$ cat src/verilog/cache_types_pkg.sv
package cache_types_pkg;

    // cache geometry
    localparam int NUM_BANKS     = 2;
    localparam int NUM_WAYS      = 4;    // tree lru assumes four
    localparam int SETS_PER_BANK = 4;
    localparam int BLOCK_WORDS   = 4;

    // byte address field positions
    localparam int WORD_OFF_LSB = 2;
    localparam int BANK_LSB     = WORD_OFF_LSB + $clog2(BLOCK_WORDS);
    localparam int SET_LSB      = BANK_LSB + $clog2(NUM_BANKS);
    localparam int TAG_LSB      = SET_LSB + $clog2(SETS_PER_BANK);

    typedef logic [31:0] addr_t;
    typedef logic [31:0] word_t;
    typedef logic [3:0]  uuid_t;

    typedef logic [31-TAG_LSB:0]                tag_t;
    typedef logic [$clog2(SETS_PER_BANK)-1:0]   set_idx_t;
    typedef logic [$clog2(NUM_WAYS)-1:0]        way_t;
    typedef logic [$clog2(BLOCK_WORDS)-1:0]     word_off_t;

    // [2] half used last, [0] way 0/1 used last, [1] way 2/3 used last
    typedef logic [2:0] lru_t;

    typedef enum logic [2:0] {
        IDLE,
        VICTIM_EJECT,
        BLOCK_PULL,
        INSTALL,
        REPLY
    } bank_state_t;

endpackage

$ cat src/verilog/bank_dispatch.sv
`timescale 1ns/10ps

module bank_dispatch (
    input  logic                                   CLK,
    input  logic                                   nRST,
    input  logic                                   req_valid,
    input  logic                                   req_write,
    input  cache_types_pkg::addr_t                 req_addr,
    input  cache_types_pkg::word_t                 req_wdata,
    input  cache_types_pkg::uuid_t                 req_uuid,
    input  logic [cache_types_pkg::NUM_BANKS-1:0]  busy,
    output logic                                   req_ready,
    output logic [cache_types_pkg::NUM_BANKS-1:0]  bank_req_valid,
    output logic                                   bank_write,
    output cache_types_pkg::addr_t                 bank_addr,
    output cache_types_pkg::word_t                 bank_wdata,
    output cache_types_pkg::uuid_t                 bank_uuid
);
    import cache_types_pkg::*;

    logic                          slot_valid;
    logic                          slot_write;
    addr_t                         slot_addr;
    word_t                         slot_wdata;
    uuid_t                         slot_uuid;
    logic [$clog2(NUM_BANKS)-1:0]  slot_bank;
    logic                          bank_free;
    logic                          issue;
    logic                          accept;

    assign slot_bank = slot_addr[BANK_LSB +: $clog2(NUM_BANKS)];
    assign bank_free = !busy[slot_bank];
    assign issue     = slot_valid && bank_free;

    // slot can refill on the same edge it drains
    assign req_ready = !slot_valid || bank_free;
    assign accept    = req_valid && req_ready;

    assign bank_req_valid = {NUM_BANKS{issue}} & (NUM_BANKS'(1) << slot_bank);
    assign bank_write     = slot_write;
    assign bank_addr      = slot_addr;
    assign bank_wdata     = slot_wdata;
    assign bank_uuid      = slot_uuid;

    always_ff @(posedge CLK or negedge nRST) begin
        if (!nRST) begin
            slot_valid <= 1'b0;
        end else if (accept) begin
            slot_valid <= 1'b1;
        end else if (issue) begin
            slot_valid <= 1'b0;
        end
    end

    always_ff @(posedge CLK) begin
        if (accept) begin
            slot_write <= req_write;
            slot_addr  <= req_addr;
            slot_wdata <= req_wdata;
            slot_uuid  <= req_uuid;
        end
    end

endmodule

$ cat config.mk
export PLATFORM = sky130hd
export DESIGN_NAME = bank_dispatch
export DESIGN_NICKNAME = d
export VERILOG_FILES = /design/src/verilog/cache_types_pkg.sv /design/src/verilog/bank_dispatch.sv
export SDC_FILE = /design/constraint.sdc
export NUM_CORES = 1
export LEC_CHECK = 0
export BUFFER_PORTS_ARGS = -buffer_cell sky130_fd_sc_hd__buf_2
export CAP_MARGIN = 10
export CORE_UTILIZATION = 40
export DETAILED_ROUTE_END_ITERATION = 10
export GPL_ROUTABILITY_DRIVEN = 0
export PLACE_DENSITY = 0.78
export SETUP_SLACK_MARGIN = 0.2
export SLEW_MARGIN = 10
export SYNTH_ARGS = -nofsm -noshare
export SYNTH_HDL_FRONTEND = slang
export SYNTH_SLANG_ARGS = --single-unit
$ cat constraint.sdc
create_clock -name CLK -period 4.9 [get_ports CLK]
set_input_delay 0.245 -clock CLK [delete_from_list [all_inputs] [get_ports CLK]]
set_output_delay 0.245 -clock CLK [all_outputs]
set_load 0.01 [all_outputs]
Word level (Yosys, flattened, before mapping)
Index checks and enable logic that the tools add are counted.
{"block": "op_classes", "reduce_logical": 6, "mux": 4, "shift": 1, "magnitude_cmp": 1, "bitwise": 1}
{"op": "2-to-1 mux 1 bit", "count": 4}
{"op": "AND 2 bit", "count": 1}
{"op": "logical AND 1 bit", "count": 2}
{"op": "zero test 1 bit", "count": 2}
{"op": "< comparator 1 x 2 -> 1 bit (second input constant)", "count": 1}
{"op": "nonzero test 2 bit", "count": 1}
{"op": "left shift 1 x 1 -> 2 bit (first input constant)", "count": 1}
{"op": "logical OR 1 bit", "count": 1}
{"block": "totals", "register_bits": 70, "out_inout_bits": 72, "wordCells": 18}

Longest topological paths before layout
{"block": "logic_depth", "word_depth": 6, "depth_mapped": 2, "ltp_nobuf": 2}

Worst setup path before layout
No wires, ideal clock.
{"block": "synth_path", "path_type": "flip-flop to flip-flop", "start": "register slot_addr[4], in the netlist bank_addr[4]", "end": "register slot_addr[0], in the netlist bank_addr[0], enable pin", "setup_ns": 0.514, "stages_incl_launch_ff": 3, "required_time_ns": 4.386, "slack_ns": 0.290, "path_buffers": 0, "t_arrival_ns": 4.096, "path_cell_list": "edfxtp_1 -> mux2_4 -> a21boi_1"}
{"block": "synth_via", "elab_chain_cells": 5}
{"element": "start: declaration", "line": "bank_dispatch.sv:23", "source": "addr_t slot_addr;"}
{"element": "start signal: assignment", "line": "bank_dispatch.sv:58", "source": "slot_addr <= req_addr;"}
{"element": "2-to-1 mux 1 bit (not written as such) (2 in a row)", "line": "bank_dispatch.sv:32", "source": "assign bank_free = !busy[slot_bank];"}
{"element": "zero test 1 bit", "line": "bank_dispatch.sv:32"}
{"element": "logical OR 1 bit", "line": "bank_dispatch.sv:36", "source": "assign req_ready = !slot_valid || bank_free;"}
{"element": "logical AND 1 bit", "line": "bank_dispatch.sv:37", "source": "assign accept = req_valid && req_ready;"}
{"element": "net accept", "line": "bank_dispatch.sv:29", "source": "logic accept;"}
The timed path passes the listed nets, and every way through them passes these cells. The select of a mux whose other input is x is not followed.
A chain may end at the register's enable or synchronous reset.

Final worst setup path
{"block": "layout_path", "start": "register slot_addr[4], in the netlist bank_addr[4]", "end": "register slot_wdata[8], in the netlist bank_wdata[8], enable pin"}
{"block": "layout_via", "elab_chain_cells": 5}
{"element": "2-to-1 mux 1 bit (not written as such) (2 in a row)", "line": "bank_dispatch.sv:32"}
{"element": "zero test 1 bit", "line": "bank_dispatch.sv:32"}
{"element": "logical OR 1 bit", "line": "bank_dispatch.sv:36"}
{"element": "logical AND 1 bit", "line": "bank_dispatch.sv:37"}
{"element": "net accept", "line": "bank_dispatch.sv:29"}
{"element": "end signal: assignment", "line": "bank_dispatch.sv:59", "source": "slot_wdata <= req_wdata;"}
{"element": "end: declaration", "line": "bank_dispatch.sv:24", "source": "word_t slot_wdata;"}
The timed path passes the listed nets, and every way through them passes these cells. The select of a mux whose other input is x is not followed.

==> run_results.csv <==
group,metric,value,unit
layout,drive_above_1_share,67.5,%
yosys,synth_warnings,0,
routing,routedWlPerCell,13.9,µm
sta,fmax,0.399,GHz
sta,tns,0,ns
clocking,numClockSinks,70,
worst_setup_path,setup.worst_path.class,"register to register",
layout,final_area,3200,µm²
sta,finalSetupViolCount,0,
sta,hold_viol,0,
sta,finalCritPeriodShare,51.1,%
die,ios,146,
placed_design,postPlaceCellArea,2980,µm²
power,powerDensity,406,nW/µm²
yosys,ys_seq_area_share,97.7,%
worst_setup_path,cp-start-kind,"register",
yosys,syn-mean-instance-area,27.9,µm²
power,irDropWorstVdd,0.000204,V
die,core-area,5140,µm²
clocking,path_clk_slew,0.07,ns
routing,dr.pass1.iters,4,
routing,drt_iter0_drc,33,
yosys,syn_area,2150,µm²
power,finalPower,1.30,mW
sta,rsz0062_at_grt,"no",
yosys,ys_ff_latch,70,
placed_design,post-place-cells,293,
die,start_util,41.7,%
die,die_h,75.2,µm
clocking,cts_buffers,9,
job,maxCapViolations,0,
grt,grtUsageTotal,14.5,%
yosys,synthAdderAreaFrac,0,%
layout,nets,309,
routing,dr_total_vias,1334,
power,static-leakage-power,1.38,nW
sta,skew,0.00481,ns
status,status,"finished clean",
yosys,synth-simple-area-share,0.875,%
placed_design,numPortBuffers,145,
sta,fin_crit,2.51,ns
sta,slew_violations,0,
worst_setup_path,r2r_start,"bank_addr[4]$_DFFE_PP_",
yosys,async_reset_ff_share,1.43,%
sta,worst_pin_slew,1.03,ns
worst_setup_path,crit_path_start,"bank_addr[4]$_DFFE_PP_",
grt,grt_pass1_wl,5420,µm
yosys,yosysUniqueCellTypes,8,
clocking,post_cts_buffers,0,
grt,antenna_found_initial,0,
clocking,root_buffer,"clkbuf_8",
yosys,synth_compound_area_share,0.700,%
yosys,synth_top_cell_area_share,96.6,%
yosys,ys_top_cells_by_area,"edfxtp_1 97%, dfrtp_1 1.2%, mux2_4 0.70%",
layout,layout.cells.non_filler,310,
yosys,synth_top_family_by_area,"simple AND/OR/NAND/NOR gates",
worst_setup_path,reg2reg_slack,2.39,ns
grt,grt_max_degree,37,
yosys,synth_mux_area_share,0.700,%
grt,grt_pass1_vias,1152,
routing,vias_per_cell,4.30,
routing,routed_wl,4320,µm
worst_setup_path,worstSetupEndpointType,"register",
yosys,syn_inst,77,
die,die_x,75.2,µm
clocking,clock_latency,0.33,ns
grt,overflow,0,
die,rows,26,
sta,relSlewSlack,30.9,%
worst_setup_path,critical_path.max_fanout,36,
routing,route.detailed.drc,0,
yosys,synth_edf_count,69,
worst_setup_path,critical_path.endpoint,"bank_wdata[8]$_DFFE_PP_",
yosys,synth_commonest_cells,"69 x edfxtp_1, 2 x nand2_1",
yosys,syn_nets,151,
die,dieArea,5660,µm²
routing,ant_nets,0,
yosys,synth_area_leader_cell,"edfxtp_1",
worst_setup_path,reg2reg_to,"bank_wdata[8]$_DFFE_PP_",
worst_setup_path,required,4.88,ns
worst_setup_path,rr_worst_depth,3,
sta,holdWs,0.0873,ns
worst_hold_path,hold_path_class,"input pin to register",
yosys,synth_flop_cell,"edfxtp_1",
yosys,synthXorXnorAreaFrac,0,%
clocking,cts_tree,"done",
clocking,h-tree-depth,3,
layout,syn2layout_area_growth,49.2,%
yosys,yosysMostFrequentCell,"edfxtp_1",
clocking,clock_path_buffers,2,
layout,diodes,0,
worst_setup_path,worstPathArrival,2.48,ns
layout,fillers,398,
==> kinds of logic (layout without fill, tap and decap cells) <==
family,Yosys count,count (layout)
AO/OA/AOI/OAI,2,2
buffers and inverters,0,163
flip-flops,70,70
multiplexers,1,1
AND/OR/NAND/NOR,4,4
==> power by group <==
group          leakage (nW)  switching, mW  internal (mW)
registers             0.668        0.00865          0.703
logic                 0.612         0.0571         0.0471
clock network         0.104          0.199          0.283
total                  1.38          0.265           1.03
==> repair_timing <==
item,CTS,global route
hold buffers,1,0
resized for setup,0,0
hold endpoints to repair,1,0
==> metal layers <==
layer	vias up	track usage (%)	share of wire, %
met5	-	0	0
met3	5	7.76	11
li1	625	-	-
met1	622	13.1	33
met4	0	7.00	0.90
met2	82	26.3	55
==> how the worst min path moves through the flow <==
stage / startpoint / cells after the start / end / slack, ns
after floorplan: nRST / 0 / slot_valid$_DFFE_PN0P_ / -0.05
after global placement: nRST / 1 / slot_valid$_DFFE_PN0P_ / 0.02
after detailed placement: nRST / 1 / slot_valid$_DFFE_PN0P_ / 0.02
after CTS: req_addr[30] / 1 / bank_addr[30]$_DFFE_PP_ / 0.07
after global routing: req_wdata[4] / 1 / bank_wdata[4]$_DFFE_PP_ / 0.06
final: req_wdata[31] / 1 / bank_wdata[31]$_DFFE_PP_ / 0.09
==> placed cells by master, fill, tap and decap left out <==
cell / n
buf_4: 1
clkinvlp_4: 1
bufinv_16: 2
nand2_1: 2
nor3b_1: 1
a21boi_4: 1
buf_2: 145
a21o_1: 1
edfxtp_1: 69
clkinv_4: 1
clkinv_1: 2
clkinv_2: 1
nor2_1: 1
dfrtp_1: 1
mux2_4: 1
dlygate4sd3_1: 1
clkbuf_8: 9
==> worst max-delay path: stages, from the launching register on <==
cell,delay [ns]
edfxtp_1,0.44
mux2_4,0.35
a21boi_4,0.80
buf_4,0.54
==> area by class of cell <==
type | instances | area [µm²] | share of cell area, %
Clock buffer | 9 | 124 | 3.87
Clock inverter | 7 | 88.8 | 2.78
Multi-Input combinational cell | 7 | 60.1 | 1.88
Sequential cell | 70 | 2100 | 65.5
Tap cell | 70 | 87.6 | 2.74
Timing Repair Buffer | 147 | 743 | 23.2
==> flip-flops by register name (all words and copies together), names as in the netlist <==
signal	flops
bank_uuid	4
bank_write	1
bank_wdata	32
bank_addr	32
slot_valid	1
==> stage by stage <==
step | setup slack (ns) | utilization, %
6_report | 2.39 | 62.3
5_1_grt | 2.21 | 62.3
4_1_cts | 2.38 | 62.3
3_5_place_dp | 2.38 | 57.9
3_3_place_gp | 2.42 | 57.9
2_1_floorplan | 0.290 | -
(Power assumes the default switching activity.)
